`config.mk`:
```
export PLATFORM = sky130hd
export DESIGN_NAME = bus_decoder_flat
export DESIGN_NICKNAME = d
export VERILOG_FILES = /design/src/rtl/soc_pkg.sv /design/src/rtl/slv_if.sv /design/src/rtl/bus_decoder.sv /design/src/flat_wrapper.sv
export SDC_FILE = /design/constraint.sdc
export NUM_CORES = 1
export LEC_CHECK = 0
export BUFFER_PORTS_ARGS = -buffer_cell sky130_fd_sc_hd__buf_2
export CORE_AREA = 5 5 205 207
export DETAILED_ROUTE_END_ITERATION = 16
export DIE_AREA = 0 0 210 212
export HOLD_SLACK_MARGIN = 0.06
export PLACE_DENSITY = 0.49
export SETUP_SLACK_MARGIN = 0.15
export SLEW_MARGIN = 20
export SYNTH_ARGS = -nofsm -noshare
export SYNTH_HDL_FRONTEND = slang
export SYNTH_SLANG_ARGS = --single-unit
```
`constraint.sdc`:
```
create_clock -name i_pad_clk -period 10.3 [get_ports i_pad_clk]
set_input_delay 1.03 -clock i_pad_clk [delete_from_list [all_inputs] [get_ports i_pad_clk]]
set_output_delay 1.03 -clock i_pad_clk [all_outputs]
set_load 0.005 [all_outputs]
```
`src/rtl/soc_pkg.sv`:
```
//**********************************************************
// Shared constants for the bus fabric: widths, the region
// map, system register offsets and response codes.
//**********************************************************

package soc_pkg;

  // bus widths
  localparam int unsigned ADDR_W = 32;
  localparam int unsigned DATA_W = 128;
  localparam int unsigned STRB_W = DATA_W / 8;

  // region select field of the address
  localparam int unsigned REGION_MSB = 31;
  localparam int unsigned REGION_LSB = 28;
  localparam logic [REGION_MSB-REGION_LSB:0] REGION_SRAM = 'd0;
  localparam logic [REGION_MSB-REGION_LSB:0] REGION_REGS = 'd1;

  // response codes, AXI style
  localparam int unsigned RESP_W = 2;
  localparam logic [RESP_W-1:0] RESP_OKAY   = 2'd0;
  localparam logic [RESP_W-1:0] RESP_SLVERR = 2'd2;
  localparam logic [RESP_W-1:0] RESP_DECERR = 2'd3;

  // system register offsets, address bits 5:4
  localparam logic [1:0] REG_SCRATCH = 2'd0;
  localparam logic [1:0] REG_FAULTS  = 2'd1;
  localparam logic [1:0] REG_ID      = 2'd2;
  localparam logic [1:0] REG_RSVD    = 2'd3;

  localparam int unsigned REG_W = 32;
  localparam logic [REG_W-1:0] SOC_ID = 32'h5f1a_0c91;

endpackage
```
`src/rtl/slv_if.sv`:
```
//**********************************************************
// Single-channel target link between the decoder, one
// target and the response stage. Strobe and payload go
// out, a one-cycle ack with data and response comes back.
//**********************************************************

`timescale 1ns/100ps

interface slv_if import soc_pkg::*; ();

  logic              stb;
  logic              we;
  logic [ADDR_W-1:0] addr;
  logic [DATA_W-1:0] wdata;
  logic [STRB_W-1:0] strb;

  logic              ack;
  logic [DATA_W-1:0] rdata;
  logic [RESP_W-1:0] resp;

  modport initiator (
    output stb, we, addr, wdata, strb
  );

  modport target (
    input  stb, we, addr, wdata, strb,
    output ack, rdata, resp
  );

  // response side only
  modport collect (
    input ack, rdata, resp
  );

endinterface

```
`src/rtl/bus_decoder.sv`:
```
//**********************************************************
// Request front end. Takes one master request at a time,
// registers it and strobes the target picked by the region
// field. Stays busy until the response has been taken.
//**********************************************************

`timescale 1ns/100ps

module bus_decoder import soc_pkg::*; #(
  parameter int unsigned SRAM_WORDS = 256
) (
  input  logic              i_pad_clk,
  input  logic              i_rst_n,
  input  logic              i_req_valid,
  output logic              o_req_ready,
  input  logic              i_req_write,
  input  logic [ADDR_W-1:0] i_req_addr,
  input  logic [DATA_W-1:0] i_req_wdata,
  input  logic [STRB_W-1:0] i_req_strb,
  input  logic              i_done,
  slv_if.initiator          sram_bus,
  slv_if.initiator          regs_bus
);

  localparam int unsigned IDX_LSB = $clog2(STRB_W);
  localparam int unsigned IDX_W   = $clog2(SRAM_WORDS);

  logic              busy;
  logic              drain;
  logic              accept;
  logic              to_sram;
  logic              sram_stb;
  logic              regs_stb;
  logic              req_we;
  logic [ADDR_W-1:0] req_addr;
  logic [DATA_W-1:0] req_wdata;
  logic [STRB_W-1:0] req_strb;

  assign o_req_ready = ~busy;
  assign accept      = i_req_valid & ~busy;
  assign to_sram     = (i_req_addr[REGION_MSB:REGION_LSB] == REGION_SRAM);

  // busy drops one edge after the response handshake
  always_ff @(posedge i_pad_clk or negedge i_rst_n) begin
    if (!i_rst_n) begin
      busy     <= 1'b0;
      drain    <= 1'b0;
      sram_stb <= 1'b0;
      regs_stb <= 1'b0;
    end else begin
      drain    <= i_done;
      sram_stb <= accept & to_sram;
      regs_stb <= accept & ~to_sram;
      if (accept) begin
        busy <= 1'b1;
      end else if (drain) begin
        busy <= 1'b0;
      end
    end
  end

  always_ff @(posedge i_pad_clk) begin
    if (accept) begin
      req_we    <= i_req_write;
      req_addr  <= i_req_addr;
      req_wdata <= i_req_wdata;
      req_strb  <= i_req_strb;
    end
  end

  // sram sees a word index, wrapping past the depth
  assign sram_bus.stb   = sram_stb;
  assign sram_bus.we    = req_we;
  assign sram_bus.addr  = ADDR_W'(req_addr[IDX_LSB +: IDX_W]);
  assign sram_bus.wdata = req_wdata;
  assign sram_bus.strb  = req_strb;

  assign regs_bus.stb   = regs_stb;
  assign regs_bus.we    = req_we;
  assign regs_bus.addr  = req_addr;
  assign regs_bus.wdata = req_wdata;
  assign regs_bus.strb  = req_strb;

endmodule

```
`src/flat_wrapper.sv`:
```
// flat-port wrapper written by rule: the top's interface ports become plain ports
module bus_decoder_flat import soc_pkg::*;
#(
  parameter int unsigned SRAM_WORDS = 256
)
  (i_pad_clk, i_rst_n, i_req_valid, o_req_ready, i_req_write, i_req_addr, i_req_wdata, i_req_strb, i_done, sram_bus_stb, sram_bus_we, sram_bus_addr, sram_bus_wdata, sram_bus_strb, regs_bus_stb, regs_bus_we, regs_bus_addr, regs_bus_wdata, regs_bus_strb);
  slv_if sram_bus_i ();
  slv_if regs_bus_i ();
  input  logic i_pad_clk;
  input  logic i_rst_n;
  input  logic i_req_valid;
  output logic o_req_ready;
  input  logic i_req_write;
  input  logic [ADDR_W-1:0] i_req_addr;
  input  logic [DATA_W-1:0] i_req_wdata;
  input  logic [STRB_W-1:0] i_req_strb;
  input  logic i_done;
  output wire logic [$bits(sram_bus_i.stb)-1:0] sram_bus_stb;
  output wire logic [$bits(sram_bus_i.we)-1:0] sram_bus_we;
  output wire logic [$bits(sram_bus_i.addr)-1:0] sram_bus_addr;
  output wire logic [$bits(sram_bus_i.wdata)-1:0] sram_bus_wdata;
  output wire logic [$bits(sram_bus_i.strb)-1:0] sram_bus_strb;
  output wire logic [$bits(regs_bus_i.stb)-1:0] regs_bus_stb;
  output wire logic [$bits(regs_bus_i.we)-1:0] regs_bus_we;
  output wire logic [$bits(regs_bus_i.addr)-1:0] regs_bus_addr;
  output wire logic [$bits(regs_bus_i.wdata)-1:0] regs_bus_wdata;
  output wire logic [$bits(regs_bus_i.strb)-1:0] regs_bus_strb;
  assign sram_bus_stb = sram_bus_i.stb;
  assign sram_bus_we = sram_bus_i.we;
  assign sram_bus_addr = sram_bus_i.addr;
  assign sram_bus_wdata = sram_bus_i.wdata;
  assign sram_bus_strb = sram_bus_i.strb;
  assign regs_bus_stb = regs_bus_i.stb;
  assign regs_bus_we = regs_bus_i.we;
  assign regs_bus_addr = regs_bus_i.addr;
  assign regs_bus_wdata = regs_bus_i.wdata;
  assign regs_bus_strb = regs_bus_i.strb;
  bus_decoder #(.SRAM_WORDS(SRAM_WORDS)) u_core (.i_pad_clk(i_pad_clk), .i_rst_n(i_rst_n), .i_req_valid(i_req_valid), .o_req_ready(o_req_ready), .i_req_write(i_req_write), .i_req_addr(i_req_addr), .i_req_wdata(i_req_wdata), .i_req_strb(i_req_strb), .i_done(i_done), .sram_bus(sram_bus_i), .regs_bus(regs_bus_i));
endmodule
```
==> Word level (Yosys, flattened, before mapping) <==
Cells that the tools add are included.
{ "totals": {"regBits": 181, "word_cells": 17} }
{ "op_classes": {"muxes": 2, "bitwise": 5, "reduce_logical": 2} }
{ "op_table": {"columns": ["op", "count"], "rows": [
  ["4-bit logical NOT", 1],
  ["1-bit AND", 3],
  ["1-bit 2-to-1 mux", 2],
  ["1-bit inverter", 2],
  ["2-bit nonzero test", 1]
]} }

==> Longest topological paths before layout <==
{ "depth": {"ltp_word": 3, "ltp_mapped": 2, "depth_no_buf": 2} }

==> Least setup slack after synthesis <==
No wires, ideal clock.
{ "synth_timing": {"path_kind": "input port to flip-flop", "start": "in i_req_valid", "end": "reg u_core.req_addr[0] (netlist: u_core.regs_bus.addr[0]), enable pin", "setup_time_ns": 0.528, "t_arrival_ns": 4.578, "required_time_ns": 9.772, "path_slack_ns": 5.193, "stages": 2, "n_path_buf": 0, "cell_sequence": "nand2b_1 inv_1"} }
{ "synth_via": {"elab_chain_len": 1} }
{ "synth_lines": {"columns": ["item", "line", "rtl"], "rows": [
  ["start: declaration", "flat_wrapper.sv:11", "input logic i_req_valid;"],
  ["1-bit AND", "bus_decoder.sv:40", "assign accept = i_req_valid & ~busy;"],
  ["named net u_core.accept", "bus_decoder.sv:30", "logic accept;"],
  ["end signal: assignment", "bus_decoder.sv:65", "req_addr <= i_req_addr;"],
  ["end: declaration", "bus_decoder.sv:35", "logic [ADDR_W-1:0] req_addr;"]
]} }
The timed path passes the listed nets, and every way through them passes these cells.
A chain may end at the register's enable or synchronous reset.

==> Worst setup path after layout <==
{ "layout_timing": {"start": "in i_req_valid", "end": "reg u_core.req_wdata[32] (netlist: u_core.regs_bus.wdata[32]), enable pin"} }
{ "layout_via": {"elab_chain_len": 1} }
{ "layout_lines": {"columns": ["item", "line", "rtl"], "rows": [
  ["1-bit AND", "bus_decoder.sv:40", null],
  ["named net u_core.accept", "bus_decoder.sv:30", null],
  ["end signal: assignment", "bus_decoder.sv:66", "req_wdata <= i_req_wdata;"],
  ["end: declaration", "bus_decoder.sv:36", "logic [DATA_W-1:0] req_wdata;"]
]} }
The timed path passes the listed nets, and every way through them passes these cells.

==> Implementation_results.wiki <==
{| class="wikitable"
! Metric !! Value
|-
| GR Util All Layers || 0.0859
|-
| Detailed placer's ending HPWL || 16700 um
|-
| Leftover overflow at the end of global routing || 0
|-
| Avg Vias per Cell || 3.18
|-
| TritonRoute pass-1 iters || 4
|-
| Tcrit/Tclk final || 0.240
|-
| Slew at the pin closest to its max-slew limit || a little under 1 ns
|-
| Crit path max fanout || between 70 and 80
|-
| Setup violation total in the final timing report || 0
|-
| Hold WC Path Type || primary input to async pin
|-
| Overall die width || 210 um
|-
| Worst skew pair latency || 0.45 ns
|-
| Detailed Route Iter0 Violations || roughly 160
|-
| Crit path capture type || flip-flop
|-
| Type of origin of the critical path || primary input
|-
| Clock sinks || 181
|-
| Synthesized area per cell || about 19 sq um
|-
| First-pass GRT wire length || roughly 27000 um
|-
| Antenna viol nets, final || 0
|-
| Top area cells in the synthesized netlist || sky130_fd_sc_hd__edfxtp_1, sky130_fd_sc_hd__buf_4, sky130_fd_sc_hd__dfrtp_1
|-
| Ports placed on the boundary || approximately 540
|-
| Fraction of synthesized cell area taken by the top area cell type || 0.782
|-
| Normalized max-slew margin || 0.352
|-
| Deepest level of the CTS H-tree || 4
|-
| Antenna violations before repair || 3
|-
| Final net count || about 900
|-
| Setup TNS Final || 0 ns
|-
| Synth Register Bits || 181
|-
| Skew final || around 0.010 ns
|-
| Floorplan die area || between 0.04 and 0.05 sq mm
|-
| Std cell rows || 74
|-
| TritonCTS clock tree || yes
|-
| Final Slew Violations || 0
|-
| Area of the core region || about 0.04 sq mm
|-
| Fraction of synthesis flops using an asynchronous set or reset pin || 0.0221
|-
| Area used by multi-input combinational logic || around 130 sq um
|-
| Clock-pin slew on the worst setup and hold paths || 0.07 ns
|-
| Total buffers and inverters traversed by the critical path || 3
|-
| Critical path startpoint || i_req_valid
|-
| Maximum buffer depth of the clock tree || 2
|-
| Max_cap viols || 0
|-
| Vert. Die Dim || about 210 um
|-
| Routability congestion estimate || 0.817
|-
| Post-detailed-routing wire length || roughly 20000 um
|-
| Reg-to-reg endpoint || u_core.regs_bus.wdata[32]$_DFFE_PP_
|-
| Number of instances in the synthesized netlist || 366
|-
| Wire length per cell after detailed routing || 15.8 um
|-
| Fill cell count || 4290
|-
| Via count of the first global-routing pass || between 4000 and 5000
|-
| Lkg Pwr || roughly 4.1 nW
|-
| Timing-limited maximum frequency || approximately 0.40 GHz
|-
| Run status || finished, final reports clean
|-
| Max stage delay on crit path || about 0.79 ns
|-
| Top_reg_cell synth || sky130_fd_sc_hd__edfxtp_1
|-
| Post-Syn Area || a little under 0.007 sq mm
|-
| Worst setup slack for register-to-register paths || approximately 8 ns
|-
| Arr. time, crit path || 2.54 ns
|-
| Share of post-route cells with drive strength above 1 || 0.718
|-
| Critical-path cell with the highest stage delay || sky130_fd_sc_hd__buf_4
|-
| R2r worst-path depth || 3
|-
| Number of hold violations in the final report || 0
|-
| Pwr/cell area || roughly 190 mW/mm^2
|-
| Critical path endpoint || u_core.regs_bus.wdata[32]$_DFFE_PP_
|-
| Path length in cells of the critical path || 4
|-
| VDD IR-drop max || around 110 uV
|-
| Drc violations || 0
|-
| Synth unique cells || 10
|-
| IO buf count || about 510
|-
| YS warnings || 0
|-
| Top cells by instance count after synthesis || sky130_fd_sc_hd__buf_4, sky130_fd_sc_hd__edfxtp_1, sky130_fd_sc_hd__dfrtp_1, sky130_fd_sc_hd__inv_1
|-
| Count of vias placed by the detailed router || 4104
|-
| CTS root buffer || sky130_fd_sc_hd__clkbuf_16
|-
| Cell taking the most area after synthesis || sky130_fd_sc_hd__edfxtp_1
|-
| Starting density of the core || 0.169
|-
| Top Family by Delay on Critical Path || buffers and inverters
|-
| Total CTS buffers || 17
|-
| Cell Chain, Critical Path || buf_2 > nand2b_1 > inv_6 > buf_4
|-
| Critical path start-end classification || primary input to flip-flop
|-
| Area growth, synth to finish || 38.6%
|-
| Instance area after placement || approximately 0.009 sq mm
|-
| CTS Hold Buffers Added || 0
|-
| Count of cells resized by post-cts repair || 0
|-
| Worst Path Required || roughly 10 ns
|-
| # placed instances || between 1000 and 1500
|-
| Launch point of the worst reg-to-reg path || u_core.busy$_DFFE_PN0P_
|-
| Area of all sequential standard cells || 0.00542 sq mm
|-
| Pin count of the biggest net entering global routing || just under 80
|-
| Number of synthesized flops with an enable pin || between 150 and 200
|-
| Final period demand of the worst path || between 2 and 2.5 ns
|-
| Count of non-filler cells in the finished layout || 1292
|-
| RSZ-0062 raised after global routing || false
|-
| Seq/Total Area, Yosys || 0.797
|-
| Final non-filler cell area || 0.00942 sq mm
|-
| Count of buffers added by post-CTS timing repair for setup || 0
|}
worst register-to-register path, stage by stage (launching register included):
cell                       delay (ns)
sky130_fd_sc_hd__dfrtp_1         0.37
sky130_fd_sc_hd__nand2b_1        0.27
sky130_fd_sc_hd__inv_6           0.37
sky130_fd_sc_hd__buf_4           0.80
placed cells by master, fill, tap and decap left out, drive strengths merged:
| master | n |
|---|---|
| buf | 515 |
| bufinv | 4 |
| clkbuf | 18 |
| clkinv | 6 |
| clkinvlp | 2 |
| conb | 24 |
| dfrtp | 4 |
| diode | 1 |
| edfxtp | 177 |
| inv | 4 |
| nand2b | 1 |
| nor2 | 1 |
| nor2b | 1 |
| o21ai | 1 |
| or4 | 1 |
metal layers:
metal,part of all wire,up-vias,track usage
li1,-,1851,-
met1,0.37,1951,0.0962
met2,0.50,273,0.141
met3,0.11,25,0.0378
met4,0.019,4,0.0405
met5,0.0013,-,0
flip-flops by register name (all words and copies together), names as in the netlist:
signal,flops
u_core.drain,1
u_core.busy,1
u_core.regs_bus.wdata,128
u_core.regs_bus.we,1
u_core.regs_bus.addr,32
u_core.regs_bus.stb,1
u_core.regs_bus.strb,16
u_core.sram_bus.stb,1
where the power goes:
part | internal [W] | switching [W]
sequential | 0.000877 | 0.0000284
combinational | 0.0000798 | 0.0000876
clock | 0.000403 | 0.000276
final cells by class:
type,instances,area share
repair buffers,515,0.274
clock buffers,18,0.0456
inverters,2,0.00133
clock inverters,14,0.0193
well taps,532,0.0707
diodes,1,0.000266
multi-input cells,29,0.0138
flip-flops and latches,181,0.575
worst min path at each step:
stage / start / end
after floorplan: u_core.drain$_DFF_PN0_ / u_core.busy$_DFFE_PN0P_
after global placement: u_core.drain$_DFF_PN0_ / u_core.busy$_DFFE_PN0P_
after detailed placement: u_core.drain$_DFF_PN0_ / u_core.busy$_DFFE_PN0P_
after CTS: i_rst_n / u_core.drain$_DFF_PN0_
after global routing: i_rst_n / u_core.drain$_DFF_PN0_
final: i_rst_n / u_core.drain$_DFF_PN0_
kinds of logic after synthesis:
kind of cell,Yosys count,share of synthesized area
compound gates,1,0.000736
buf+inv,179,0.197
flops,181,0.797
other cells,1,0.000552
simple gates,4,0.00516
stage by stage:
step	power [W]	hold slack, ns	util	setup slack (ns)
floorplan	0.00102	0.400	-	5.19
global route	0.00184	0.333	0.234	7.74
CTS	0.00179	0.328	0.234	7.84
detailed placement	0.00109	0.433	0.219	7.33
global placement	0.00109	0.425	0.219	7.35
finish	0.00175	0.368	0.234	7.83
No activity file was read; power rests on OpenSTA's default activity.
