### src/rtl/soc_pkg.sv
//**********************************************************
// Shared constants for the bus fabric: widths, the region
// map, system register offsets and response codes.
//**********************************************************

package soc_pkg;

  // bus widths
  localparam int unsigned ADDR_W = 32;
  localparam int unsigned DATA_W = 128;
  localparam int unsigned STRB_W = DATA_W / 8;

  // region select field of the address
  localparam int unsigned REGION_MSB = 31;
  localparam int unsigned REGION_LSB = 28;
  localparam logic [REGION_MSB-REGION_LSB:0] REGION_SRAM = 'd0;
  localparam logic [REGION_MSB-REGION_LSB:0] REGION_REGS = 'd1;

  // response codes, AXI style
  localparam int unsigned RESP_W = 2;
  localparam logic [RESP_W-1:0] RESP_OKAY   = 2'd0;
  localparam logic [RESP_W-1:0] RESP_SLVERR = 2'd2;
  localparam logic [RESP_W-1:0] RESP_DECERR = 2'd3;

  // system register offsets, address bits 5:4
  localparam logic [1:0] REG_SCRATCH = 2'd0;
  localparam logic [1:0] REG_FAULTS  = 2'd1;
  localparam logic [1:0] REG_ID      = 2'd2;
  localparam logic [1:0] REG_RSVD    = 2'd3;

  localparam int unsigned REG_W = 32;
  localparam logic [REG_W-1:0] SOC_ID = 32'h5f1a_0c91;

endpackage
### src/rtl/slv_if.sv
//**********************************************************
// Single-channel target link between the decoder, one
// target and the response stage. Strobe and payload go
// out, a one-cycle ack with data and response comes back.
//**********************************************************

`timescale 1ns/100ps

interface slv_if import soc_pkg::*; ();

  logic              stb;
  logic              we;
  logic [ADDR_W-1:0] addr;
  logic [DATA_W-1:0] wdata;
  logic [STRB_W-1:0] strb;

  logic              ack;
  logic [DATA_W-1:0] rdata;
  logic [RESP_W-1:0] resp;

  modport initiator (
    output stb, we, addr, wdata, strb
  );

  modport target (
    input  stb, we, addr, wdata, strb,
    output ack, rdata, resp
  );

  // response side only
  modport collect (
    input ack, rdata, resp
  );

endinterface

### src/rtl/sys_regs.sv
//**********************************************************
// System register block and default target. Region 1 maps
// scratch, fault count and ID; any other region gets a
// decode error and bumps the fault counter.
//**********************************************************

`timescale 1ns/100ps

module sys_regs import soc_pkg::*; (
  input  logic     i_pad_clk,
  input  logic     i_rst_n,
  slv_if.target    bus
);

  logic [REG_W-1:0]  scratch;
  logic [REG_W-1:0]  faults;
  logic              in_region;
  logic [1:0]        offset;
  logic [REG_W-1:0]  rd_next;
  logic [RESP_W-1:0] resp_next;
  logic              scratch_we;
  logic              fault_hit;
  logic              ack_q;
  logic [DATA_W-1:0] rdata_q;
  logic [RESP_W-1:0] resp_q;

  assign in_region = (bus.addr[REGION_MSB:REGION_LSB] == REGION_REGS);
  assign offset    = bus.addr[5:4];

  always_comb begin
    rd_next    = '0;
    resp_next  = RESP_OKAY;
    scratch_we = 1'b0;
    fault_hit  = 1'b0;
    if (!in_region) begin
      resp_next = RESP_DECERR;
      fault_hit = bus.stb;
    end else begin
      case (offset)
        REG_SCRATCH: begin
          if (bus.we) scratch_we = bus.stb;
          else        rd_next    = scratch;
        end
        REG_FAULTS: begin
          if (bus.we) resp_next = RESP_SLVERR;
          else        rd_next   = faults;
        end
        REG_ID: begin
          if (bus.we) resp_next = RESP_SLVERR;
          else        rd_next   = SOC_ID;
        end
        // reserved slot reads zero
        default: rd_next = '0;
      endcase
    end
  end

  always_ff @(posedge i_pad_clk or negedge i_rst_n) begin
    if (!i_rst_n) begin
      ack_q   <= 1'b0;
      scratch <= '0;
      faults  <= '0;
    end else begin
      ack_q <= bus.stb;
      if (fault_hit) faults <= faults + 1'b1;
      if (scratch_we) begin
        for (int b = 0; b < REG_W / 8; b++) begin
          if (bus.strb[b]) scratch[8*b +: 8] <= bus.wdata[8*b +: 8];
        end
      end
    end
  end

  always_ff @(posedge i_pad_clk) begin
    if (bus.stb) begin
      rdata_q <= DATA_W'(rd_next);
      resp_q  <= resp_next;
    end
  end

  assign bus.ack   = ack_q;
  assign bus.rdata = rdata_q;
  assign bus.resp  = resp_q;

endmodule

### src/flat_wrapper.sv
// flat-port wrapper written by rule: the top's interface ports become plain ports
module sys_regs_flat import soc_pkg::*;
  (i_pad_clk, i_rst_n, bus_stb, bus_we, bus_addr, bus_wdata, bus_strb, bus_ack, bus_rdata, bus_resp);
  slv_if bus_i ();
  input  logic i_pad_clk;
  input  logic i_rst_n;
  input wire logic [$bits(bus_i.stb)-1:0] bus_stb;
  input wire logic [$bits(bus_i.we)-1:0] bus_we;
  input wire logic [$bits(bus_i.addr)-1:0] bus_addr;
  input wire logic [$bits(bus_i.wdata)-1:0] bus_wdata;
  input wire logic [$bits(bus_i.strb)-1:0] bus_strb;
  output wire logic [$bits(bus_i.ack)-1:0] bus_ack;
  output wire logic [$bits(bus_i.rdata)-1:0] bus_rdata;
  output wire logic [$bits(bus_i.resp)-1:0] bus_resp;
  assign bus_i.stb = bus_stb;
  assign bus_i.we = bus_we;
  assign bus_i.addr = bus_addr;
  assign bus_i.wdata = bus_wdata;
  assign bus_i.strb = bus_strb;
  assign bus_ack = bus_i.ack;
  assign bus_rdata = bus_i.rdata;
  assign bus_resp = bus_i.resp;
  sys_regs u_core (.i_pad_clk(i_pad_clk), .i_rst_n(i_rst_n), .bus(bus_i));
endmodule
### config.mk
export PLATFORM = sky130hd
export DESIGN_NAME = sys_regs_flat
export DESIGN_NICKNAME = d
export VERILOG_FILES = /design/src/rtl/soc_pkg.sv /design/src/rtl/slv_if.sv /design/src/rtl/sys_regs.sv /design/src/flat_wrapper.sv
export SDC_FILE = /design/constraint.sdc
export NUM_CORES = 1
export LEC_CHECK = 0
export BUFFER_PORTS_ARGS = -buffer_cell sky130_fd_sc_hd__buf_2
export CAP_MARGIN = 10
export CORE_AREA = 2 2 120 122
export CTS_CLUSTER_DIAMETER = 40
export DETAILED_ROUTE_END_ITERATION = 10
export DIE_AREA = 0 0 122 124
export PLACE_DENSITY = 0.69
export REMOVE_ABC_BUFFERS = 1
export SYNTH_ARGS = -nofsm -noshare
export SYNTH_HDL_FRONTEND = slang
export SYNTH_SLANG_ARGS = --single-unit
### constraint.sdc
create_clock -name i_pad_clk -period 4.4 [get_ports i_pad_clk]
set_input_delay 0.44 -clock i_pad_clk [delete_from_list [all_inputs] [get_ports i_pad_clk]]
set_output_delay 0.44 -clock i_pad_clk [all_outputs]
set_load 0.005 [all_outputs]
# [Word level (Yosys, flattened, before mapping)]
# Cells that the tools add are included.
[word_totals] in_bits=180 wordCells=28 reg_bits=99
[op_classes] eq_ne=3 n_reduce_logical=6 add_sub_neg=1 muxes=10
[ops] op="one-hot mux 32 bit (3 select lines)" count=1
[ops] op="two-way mux 32 bit" count=2
[ops] op="adder 32 x 1 -> 32 bit (second input constant)" count=1
[ops] op="two-way mux 31 bit" count=1
[ops] op="AND reduction 2 bit" count=4
[ops] op="equality test 4 x 1 -> 1 bit (second input constant)" count=1
[ops] op="two-way mux 1 bit" count=4
[ops] op="two-way mux 2 bit" count=2
[ops] op="equality test 2 x 1 -> 1 bit (second input constant)" count=1
[ops] op="equality test 2 bit (second input constant)" count=1
[ops] op="zero test 2 bit" count=1
[ops] op="OR reduction 2 bit" count=1

# [Longest topological paths before layout]
# Gate-level depths: netlist (run 1).
[logic_depth] word_depth=4 ltp_mapped=7 depth_no_buf=6

# [Worst setup path before layout (run 1)]
# OpenSTA, ideal clock, no wires.
[synth_path] path_kind="input to register" from="input bus_addr[29]" to="register u_core.rdata_q[0] (netlist: u_core.bus.rdata[0]) (data pin)" n_path_buf=2 slack_ns=2.648 arrival_time_ns=1.612 setup_ns=0.140 stages=6 cell_sequence="nor4b_4 inv_2 or3_1 buf_2 buf_6 nor2_1"
[synth_between] elab_chain_len=1
[synth_rtl] element="from (decl)" line="flat_wrapper.sv:9" source="input wire logic [$bits(bus_i.addr)-1:0] bus_addr;"
[synth_rtl] element="equality test 4 x 1 -> 1 bit" line="sys_regs.sv:27" source="assign in_region = (bus.addr[REGION_MSB:REGION_LSB] == REGION_REGS);"
[synth_rtl] element="to (signal assigned)" line="sys_regs.sv:76" source="rdata_q <= DATA_W'(rd_next);"
[synth_rtl] element="to (decl)" line="sys_regs.sv:24" source="logic [DATA_W-1:0] rdata_q;"
# Every way passes these cells.
# A chain may end at the register's enable or synchronous reset.

# [Final worst setup path (run 1)]
[layout_path] from="input bus_addr[29]" to="register u_core.rdata_q[11] (netlist: u_core.bus.rdata[11]) (data pin)"
# The elaborated chain is that of the path after synthesis.

==> impl_metrics.py, run 1 <==
metrics = {
    "cells_and_area": {
        "fin_nets": 674,
        "final_common_cell": "conb_1",
        "layout.cells.non_filler": 674,
        "drive_gt1_share_pct": 27.3,
        "antennaDiodeCount": 0,
        "area.growth.synth_to_final_pct": 9.66,
        "fillCellCount": 1337,
        "finish.utilization_pct": 39.5,
        "final_cell_mix": "conb_1 (96), buf_2 (80), dfrtp_1 (65), nor2_1 (42), edfxtp_1 (34)",
    },
    "drt": {
        "drtAntennaViolNets": 0,
        "vias": 3060,
        "drt-wirelength-per-cell_um": 14.6,
        "drt_first_pass_iters": 4,
        "drt_wl_total_um": 9830,
        "drt_iter0_drc": 190,
        "routed_via_density": 4.54,
        "drc": 0,
    },
    "clock_tree": {
        "holdBufCountCts": 0,
        "cts_buffers": 9,
        "clock_sinks": 99,
        "insertion_delay_ps": 340,
        "post-cts-setup-buffers": 0,
        "clkTransAtPathRegs_ps": 60,
        "cts_resized": 0,
        "cts_root_buf": "clkbuf_16",
        "tritoncts": "yes",
        "cts_htree_levels": 3,
        "clock_path_buffers": 2,
    },
    "timing": {
        "finalSetupViolCount": 0,
        "period_needed_ps": 2110,
        "timing.fmax_mhz": 475,
        "min_period_over_period_pct": 47.8,
        "finalSetupTns_ps": 0,
        "slew_viol_final": 0,
        "hold_violations": 0,
        "slew_headroom_pct": 17.4,
        "max_slew.worst_pin.slew_ps": 1240,
        "hold-worst-slack_ps": 285,
        "grt_setup_unrepaired": "no",
        "fin_skew_ps": 6.29,
    },
    "synthesis": {
        "yosys_warnings": 0,
        "syn_area_sq_um": 4940,
        "async_flop_share_pct": 65.7,
        "synth-edff-count": 34,
        "ys.flop_type": "dfrtp_1",
        "syn_inst": 411,
        "synth_seq_area_share_pct": 53.6,
        "yosysUniqueCellTypes": 30,
        "ys_ff_latch": 99,
        "syn_area_per_cell_sq_um": 12.0,
    },
    "power_and_ir_drop": {
        "ir_drop_mv": 0.217,
        "p_leak_uw": 0.00254,
        "power_density_nw_per_um2": 363,
    },
    "floorplan": {
        "io-pin-count": 311,
        "dieHeight_um": 124,
        "core_region_area_sq_um": 13700,
        "rows": 43,
        "initial_utilization_pct": 36.0,
        "dieArea_sq_um": 15100,
        "fp.dieW_um": 122,
    },
    "worst_setup_path": {
        "crit_fanout": 32,
        "crit_path_end_kind": "register",
        "path_class": "in -> reg",
        "crit_path_start_kind": "primary input",
        "cp.required_ps": 4570,
        "crit_arrival_ps": 2280,
        "r2r_setup_slack_ps": 2300,
    },
    "global_route": {
        "grt_max_degree": 66,
        "grt_first_pass_wirelength_um": 14900,
        "grt-busiest-layer": "met2",
        "use_met1_pct": 17.0,
        "grt_antenna_before_repair": 0,
        "grt_pass1_vias": 2910,
        "met3_usage_pct": 3.16,
        "grt_use_total_pct": 13.0,
        "gr-usage-met2_pct": 21.5,
        "grt_overflow": 0,
    },
    "run_status": {
        "status": "completed",
    },
    "place": {
        "dpl.cell_count": 658,
        "port_buffers": 80,
        "gp_congestion": 0.737,
        "dp_hpwl_um": 6970,
    },
    "min_path": {
        "hp-class": "in -> async",
    },
    "job": {
        "drv_cap": 0,
    },
}
==> sequential cells by signal, indices dropped and copies added (netlist names) <==
signal / cells
u_core.faults: 32
u_core.bus.ack: 1
u_core.bus.resp: 2
u_core.bus.rdata: 32
u_core.scratch: 32
==> area by class of cell <==
class	count	area (sq um)	share of cell area (%)
repair buffers	83	423	7.81
well taps	180	225	4.16
flip-flops and latches	99	2650	48.9
clock buffers	13	260	4.81
clock inverters	3	15.0	0.277
inverters	4	15.0	0.277
multi-input cells	292	1830	33.7
==> Yosys cell counts, types with 9 or more instances <==
| library cell | n | area, sq um |
|---|---|---|
| a221oi_1 | 14 | 123 |
| a22oi_1 | 18 | 135 |
| buf_4 | 96 | 721 |
| clkbuf_1 | 9 | 33.8 |
| dfrtp_1 | 65 | 1630 |
| edfxtp_1 | 34 | 1020 |
| mux2_2 | 29 | 327 |
| nand2_1 | 12 | 45.0 |
| nand3_1 | 12 | 60.1 |
| nand4_1 | 9 | 56.3 |
| nor2_1 | 42 | 158 |
| xnor2_1 | 21 | 184 |
| xor2_1 | 10 | 87.6 |
==> routing by layer <==
| layer | routed length, um | vias up |
|---|---|---|
| met5 | 0 | - |
| met2 | 4760 | 128 |
| met1 | 4280 | 1531 |
| met3 | 654 | 13 |
| met4 | 134 | 0 |
| li1 | - | 1388 |
==> kinds of logic after synthesis <==
family	synth area share, %
AND/OR/NAND/NOR	10.2
other	0.0760
multiplexers	7.53
adder cells (fa/ha/maj)	1.27
XOR/XNOR	5.50
buffers and inverters	16.6
AO/OA/AOI/OAI	5.22
flip-flops	53.6
==> power by group <==
group          switching (uW)  internal [uW]
clock                     312            412
combinational             101           77.3
sequential               52.6           1010
==> worst paths after layout <==
path,from,to,depth (start not counted)
hold reg to reg,u_core.faults[31],u_core.faults[31],1
setup reg to reg,u_core.faults[0],u_core.faults[26],6
setup / recovery,bus_addr[29],u_core.bus.rdata[11],5
min in group i_pad_clk,bus_wdata[3],u_core.scratch[3],2
max in group asynchronous,i_rst_n,u_core.scratch[30],2
hold / removal,i_rst_n,u_core.bus.ack,2
==> metrics by stage <==
stage / power, uW / setup slack [ps] / instance area (sq um)
floorplan: 1170 / 2230 / 4490
global placement: 1250 / 1990 / 5140
detailed placement: 1260 / 1920 / 5140
CTS: 1990 / 2270 / 5410
global route: 2050 / 2110 / 5410
finish: 1970 / 2290 / 5410
==> critical path: stages <==
cell and delay [ps]:
buf_2 130, nor4b_4 450, inv_2 150, or3_1 820
nor2_1 270
Power figures use the tool's default switching activity.
==> run 2: changes to the inputs <==
--- a/config.mk
+++ b/config.mk
@@ -7,11 +7,11 @@
 export LEC_CHECK = 0
 export BUFFER_PORTS_ARGS = -buffer_cell sky130_fd_sc_hd__buf_2
 export CAP_MARGIN = 10
-export CORE_AREA = 2 2 120 122
+export CORE_AREA = 2 2 121 123
 export CTS_CLUSTER_DIAMETER = 40
 export DETAILED_ROUTE_END_ITERATION = 10
-export DIE_AREA = 0 0 122 124
-export PLACE_DENSITY = 0.69
+export DIE_AREA = 0 0 123 125
+export PLACE_DENSITY = 0.68
 export REMOVE_ABC_BUFFERS = 1
 export SYNTH_ARGS = -nofsm -noshare
 export SYNTH_HDL_FRONTEND = slang
==> constraint.sdc (replaced) <==
create_clock -name i_pad_clk -period 2.2 [get_ports i_pad_clk]
set_input_delay 0.22 -clock i_pad_clk [delete_from_list [all_inputs] [get_ports i_pad_clk]]
set_output_delay 0.22 -clock i_pad_clk [all_outputs]
set_load 0.005 [all_outputs]
==> impl_metrics.py, run 2 (synthesis results as in run 1) <==
metrics = {
    "place": {
        "postPlaceCellArea_sq_um": 5170,
        "port_buffers": 80,
        "dp_hpwl_um": 7000,
        "gp_congestion": 0.708,
        "dpl_worst_slack_ps": 256,
    },
    "drt": {
        "drt-wirelength-per-cell_um": 14.8,
        "routed_via_density": 4.43,
        "drc": 0,
        "drtAntennaViolNets": 0,
        "drt_wl_total_um": 10100,
        "drt_iter0_drc": 217,
        "drt_first_pass_iters": 4,
        "vias": 3018,
    },
    "global_route": {
        "grt_use_total_pct": 13.3,
        "grt_antenna_before_repair": 0,
        "grt_pass1_vias": 2902,
        "grt_first_pass_wirelength_um": 15400,
        "grt_overflow": 0,
        "grt_max_degree": 66,
    },
    "clock_tree": {
        "clock_sinks": 99,
        "cts_htree_levels": 3,
        "cts_root_buf": "clkbuf_16",
        "holdBufCountCts": 0,
        "cts_buffers": 9,
        "insertion_delay_ps": 350,
        "clkTransAtPathRegs_ps": 60,
        "clock_path_buffers": 2,
        "cts_resized": 0,
        "tritoncts": "yes",
        "post-cts-setup-buffers": 0,
    },
    "cells_and_area": {
        "area.growth.synth_to_final_pct": 10.6,
        "final_cell_mix": "conb_1 (96), buf_2 (80), dfrtp_1 (65), nor2_1 (42), edfxtp_1 (34)",
        "final_common_cell": "conb_1",
        "drive_gt1_share_pct": 28.0,
        "final_area_sq_um": 5460,
        "antennaDiodeCount": 0,
        "finish.utilization_pct": 38.5,
        "fin_nets": 678,
    },
    "timing": {
        "period_needed_ps": 1860,
        "timing.fmax_mhz": 539,
        "fin_skew_ps": 9.01,
        "hold-worst-slack_ps": 52.2,
        "finalSetupViolCount": 0,
        "slew_viol_final": 0,
        "min_period_over_period_pct": 84.3,
        "finalSetupTns_ps": 0,
        "hold_violations": 0,
        "setup_slack_ps": 344,
        "slew_headroom_pct": 42.7,
        "max_slew.worst_pin.slew_ps": 859,
        "grt_setup_unrepaired": "no",
    },
    "floorplan": {
        "dieHeight_um": 125,
        "fp.dieW_um": 123,
        "core_region_area_sq_um": 14200,
        "initial_utilization_pct": 34.8,
        "io-pin-count": 311,
        "dieArea_sq_um": 15400,
        "rows": 44,
    },
    "power_and_ir_drop": {
        "power_density_nw_per_um2": 735,
        "p_leak_uw": 0.00256,
        "ir_drop_mv": 0.413,
    },
    "worst_setup_path": {
        "crit_arrival_ps": 2090,
        "path_cells": "and4_1 -> and4_1 -> and3_1 -> nand4_1 -> xnor2_1",
        "crit_path_start_kind": "register",
        "cp.required_ps": 2430,
        "crit_path_end_kind": "register",
        "critPathSlowestCell": "dfrtp_1",
        "crit_fanout": 8,
        "max_stage_delay_ps": 430,
        "crit_family": "simple AND/OR/NAND/NOR gates",
        "crit_path_frequent_cell": "and4_1",
        "r2r_setup_slack_ps": 340,
        "path_class": "reg -> reg",
        "worst-path-buf-inv": 0,
    },
    "min_path": {
        "hp-class": "in -> async",
    },
    "run_status": {
        "status": "completed",
    },
    "job": {
        "drv_cap": 0,
    },
}
## run 2: cell types whose count changed in the layout (fill, tap and decap cells not counted)
cell	previous run	this run
clkinv_4	0	1
clkbuf_16	9	10
clkbuf_8	2	1
buf_4	3	7
clkinv_2	3	1
clkbuf_1	2	1
clkinvlp_4	0	1
## run 2: path summary, 6_finish.rpt
check | end | from | cells after the start
max reg2reg | u_core.faults[26] | u_core.faults[10] | 5
max | u_core.faults[26] | u_core.faults[10] | 5
max in group asynchronous | u_core.scratch[6] | i_rst_n | 2
min in group i_pad_clk | u_core.scratch[4] | bus_wdata[4] | 2
min | u_core.scratch[26] | i_rst_n | 2
min reg2reg | u_core.faults[31] | u_core.faults[31] | 1
## run 2: power breakdown
group          switching, uW  internal [uW]  total (uW)
clock                    669            861        1530
sequential               105           2020        2130
combinational            202            155         357
total                    976           3040        4010
## run 2: cell type report
class / instances / area (sq um)
Clock inverter: 3 / 21.3
Timing Repair Buffer: 87 / 453
Inverter: 4 / 15.0
Tap cell: 184 / 230
Fill cell: 1446 / 8740
Multi-Input combinational cell: 292 / 1830
Sequential cell: 99 / 2650
Clock buffer: 12 / 268
## run 2: metal layers
metal	wire, um	vias up	part of all wire (%)	track usage [%]
met1	4510	1495	45	17.8
met3	583	10	5.8	2.69
met5	0	-	0	0
li1	-	1391	-	-
met4	146	0	1.5	4.81
met2	4820	122	48	21.2
## run 2: stage by stage
stage          instances  power, uW
6_report             681       4010
5_1_grt              681       4200
4_1_cts              681       4060
3_5_place_dp         666       2520
3_3_place_gp         666       2500
2_1_floorplan        395       2340
==> run 3: changes to the inputs <==
--- a/config.mk
+++ b/config.mk
@@ -7,11 +7,11 @@
 export LEC_CHECK = 0
 export BUFFER_PORTS_ARGS = -buffer_cell sky130_fd_sc_hd__buf_2
 export CAP_MARGIN = 10
-export CORE_AREA = 2 2 121 123
+export CORE_AREA = 2 2 119 121
 export CTS_CLUSTER_DIAMETER = 40
 export DETAILED_ROUTE_END_ITERATION = 10
-export DIE_AREA = 0 0 123 125
-export PLACE_DENSITY = 0.68
+export DIE_AREA = 0 0 121 123
+export PLACE_DENSITY = 0.73
 export REMOVE_ABC_BUFFERS = 1
 export SYNTH_ARGS = -nofsm -noshare
 export SYNTH_HDL_FRONTEND = slang
==> constraint.sdc (replaced) <==
create_clock -name i_pad_clk -period 1.66 [get_ports i_pad_clk]
set_input_delay 0.166 -clock i_pad_clk [delete_from_list [all_inputs] [get_ports i_pad_clk]]
set_output_delay 0.166 -clock i_pad_clk [all_outputs]
set_load 0.005 [all_outputs]
==> impl_metrics.py, run 3 (synthesis results as in run 1) <==
metrics = {
    "cells_and_area": {
        "fin_nets": 701,
        "final_area_sq_um": 5760,
        "area.growth.synth_to_final_pct": 16.8,
        "final_cell_mix": "conb_1 (96), buf_2 (80), dfrtp_1 (65), nor2_1 (39), edfxtp_1 (34)",
        "final_common_cell": "conb_1",
        "layout.cells.non_filler": 702,
        "drive_gt1_share_pct": 32.4,
    },
    "timing": {
        "setup_slack_ps": -55.4,
        "min_period_over_period_pct": 103,
        "finalSetupViolCount": 6,
        "finalSetupTns_ps": -127,
        "fin_skew_ps": 5.30,
        "grt_setup_unrepaired": "yes",
        "timing.fmax_mhz": 583,
        "slew_viol_final": 0,
        "period_needed_ps": 1720,
        "hold_violations": 0,
    },
    "place": {
        "port_buffers": 80,
        "gp_congestion": 0.764,
        "dp_hpwl_um": 7100,
        "dpl.cell_count": 682,
        "postPlaceCellArea_sq_um": 5360,
    },
    "worst_setup_path": {
        "crit_path_start_kind": "register",
        "path_class": "reg -> reg",
        "cp.required_ps": 1880,
        "critPathSlowestCell": "dfrtp_1",
        "crit_fanout": 4,
        "crit_arrival_ps": 1930,
        "path_cells": "ha_2 -> nand4_1 -> nor4b_4 -> and3_4 -> nand4_1 -> xnor2_1",
        "worstReg2RegStart": "u_core.faults[1]",
        "crit_path_end_kind": "register",
        "r2r_setup_slack_ps": -60,
        "startpoint": "u_core.faults[1]",
        "max_stage_delay_ps": 390,
        "worstRegToRegCells": 6,
        "r2r_end": "u_core.faults[26]",
        "crit_path_frequent_cell": "nand4_1",
        "crit_end": "u_core.faults[26]",
    },
    "drt": {
        "drt_first_pass_iters": 4,
        "vias": 3163,
        "drt_wl_total_um": 9920,
        "drt-wirelength-per-cell_um": 14.1,
        "routed_via_density": 4.51,
        "drt_iter0_drc": 191,
        "drtAntennaViolNets": 0,
        "drc": 0,
    },
    "clock_tree": {
        "clkTransAtPathRegs_ps": 70,
        "clock_path_buffers": 2,
        "cts_buffers": 9,
        "cts_root_buf": "clkbuf_16",
        "clock_sinks": 99,
        "cts_htree_levels": 3,
        "insertion_delay_ps": 340,
        "tritoncts": "yes",
    },
    "run_status": {
        "status": "finished, violations left",
        "violations": "setup timing",
    },
    "floorplan": {
        "dieArea_sq_um": 14900,
        "io-pin-count": 311,
        "dieHeight_um": 123,
        "rows": 43,
        "core_region_area_sq_um": 13600,
        "initial_utilization_pct": 36.3,
        "fp.dieW_um": 121,
    },
    "power_and_ir_drop": {
        "p_leak_uw": 0.00272,
        "power_density_nw_per_um2": 1010,
        "ir_drop_mv": 0.556,
    },
    "job": {
        "drv_cap": 0,
    },
    "global_route": {
        "grt_max_degree": 66,
        "grt_overflow": 0,
        "grt_use_total_pct": 13.3,
        "grt_pass1_vias": 3066,
        "grt_antenna_before_repair": 2,
        "grt_first_pass_wirelength_um": 15300,
    },
    "min_path": {
        "hp-class": "in -> reg",
    },
}
[run 3: cell types whose count changed in the layout (fill, tap and decap cells not counted), sizes merged]
cell,change
clkinvlp,+1
diode,+1
clkinv,-1
dlygate4sd3,+1
buf,+22
bufinv,+3
clkbuf,-2
[run 3: how the worst min path moves through the flow]
stage	start	endpoint	slack (ps)	depth (start not counted)
floorplan	i_rst_n	u_core.bus.ack	-130	0
global placement	i_rst_n	u_core.scratch[17]	210	2
detailed placement	i_rst_n	u_core.bus.ack	210	2
CTS	bus_wdata[3]	u_core.scratch[3]	40	2
global route	bus_wdata[9]	u_core.scratch[9]	50	2
finish	bus_wdata[3]	u_core.scratch[3]	40	2
[run 3: area by class of cell]
type	instances	area (sq um)
diodes	1	2.50
clock buffers	10	229
clock inverters	6	114
fillers	1242	7850
inverters	4	15.0
multi-input cells	292	1870
flip-flops and latches	99	2650
well taps	180	225
repair buffers	110	666
[run 3: metal layers]
layer	GRT usage, %	vias to the layer above	wire (um)
li1	-	1448	-
met1	16.2	1526	4020
met2	23.5	170	4900
met3	2.95	17	835
met4	4.65	2	149
met5	0	-	11
[run 3: timing repair]
| item | in CTS | in global routing |
|---|---|---|
| hold endpoints to repair | 65 | 0 |
| resized for setup | 8 | 3 |
| buffers inserted | 0 | 2 |
| endpoints found under the setup margin | 8 | 17 |
| hold buffers | 1 | 0 |
| pin swaps | 0 | 2 |
[run 3: through the flow]
| stage | hold WS, ps | power [uW] | util, % | worst slack, ps |
|---|---|---|---|---|
| finish | 43.9 | 5810 | 42.3 | -55.4 |
| CTS | 43.3 | 5820 | 42.1 | -37.4 |
| global route | 48.6 | 6040 | 42.3 | -173 |
| floorplan | -130 | 3100 | - | -235 |
| global placement | 206 | 3420 | 39.3 | -14.7 |
| detailed placement | 205 | 3460 | 39.3 | -54.9 |
[run 3: critical path: cells and delay by family (launching register included)]
family,cells,cell delay [ps]
simple gates,4,860
flops,1,390
fa+ha+maj,1,200
xor+xnor,1,150
[run 3: report_power, final]
part | total, uW | internal [uW] | switching, uW | leakage (uW)
Combinational | 701 | 332 | 369 | 0.00133
Clock | 2340 | 1470 | 866 | 0.000159
Sequential | 2770 | 2680 | 92.9 | 0.00123
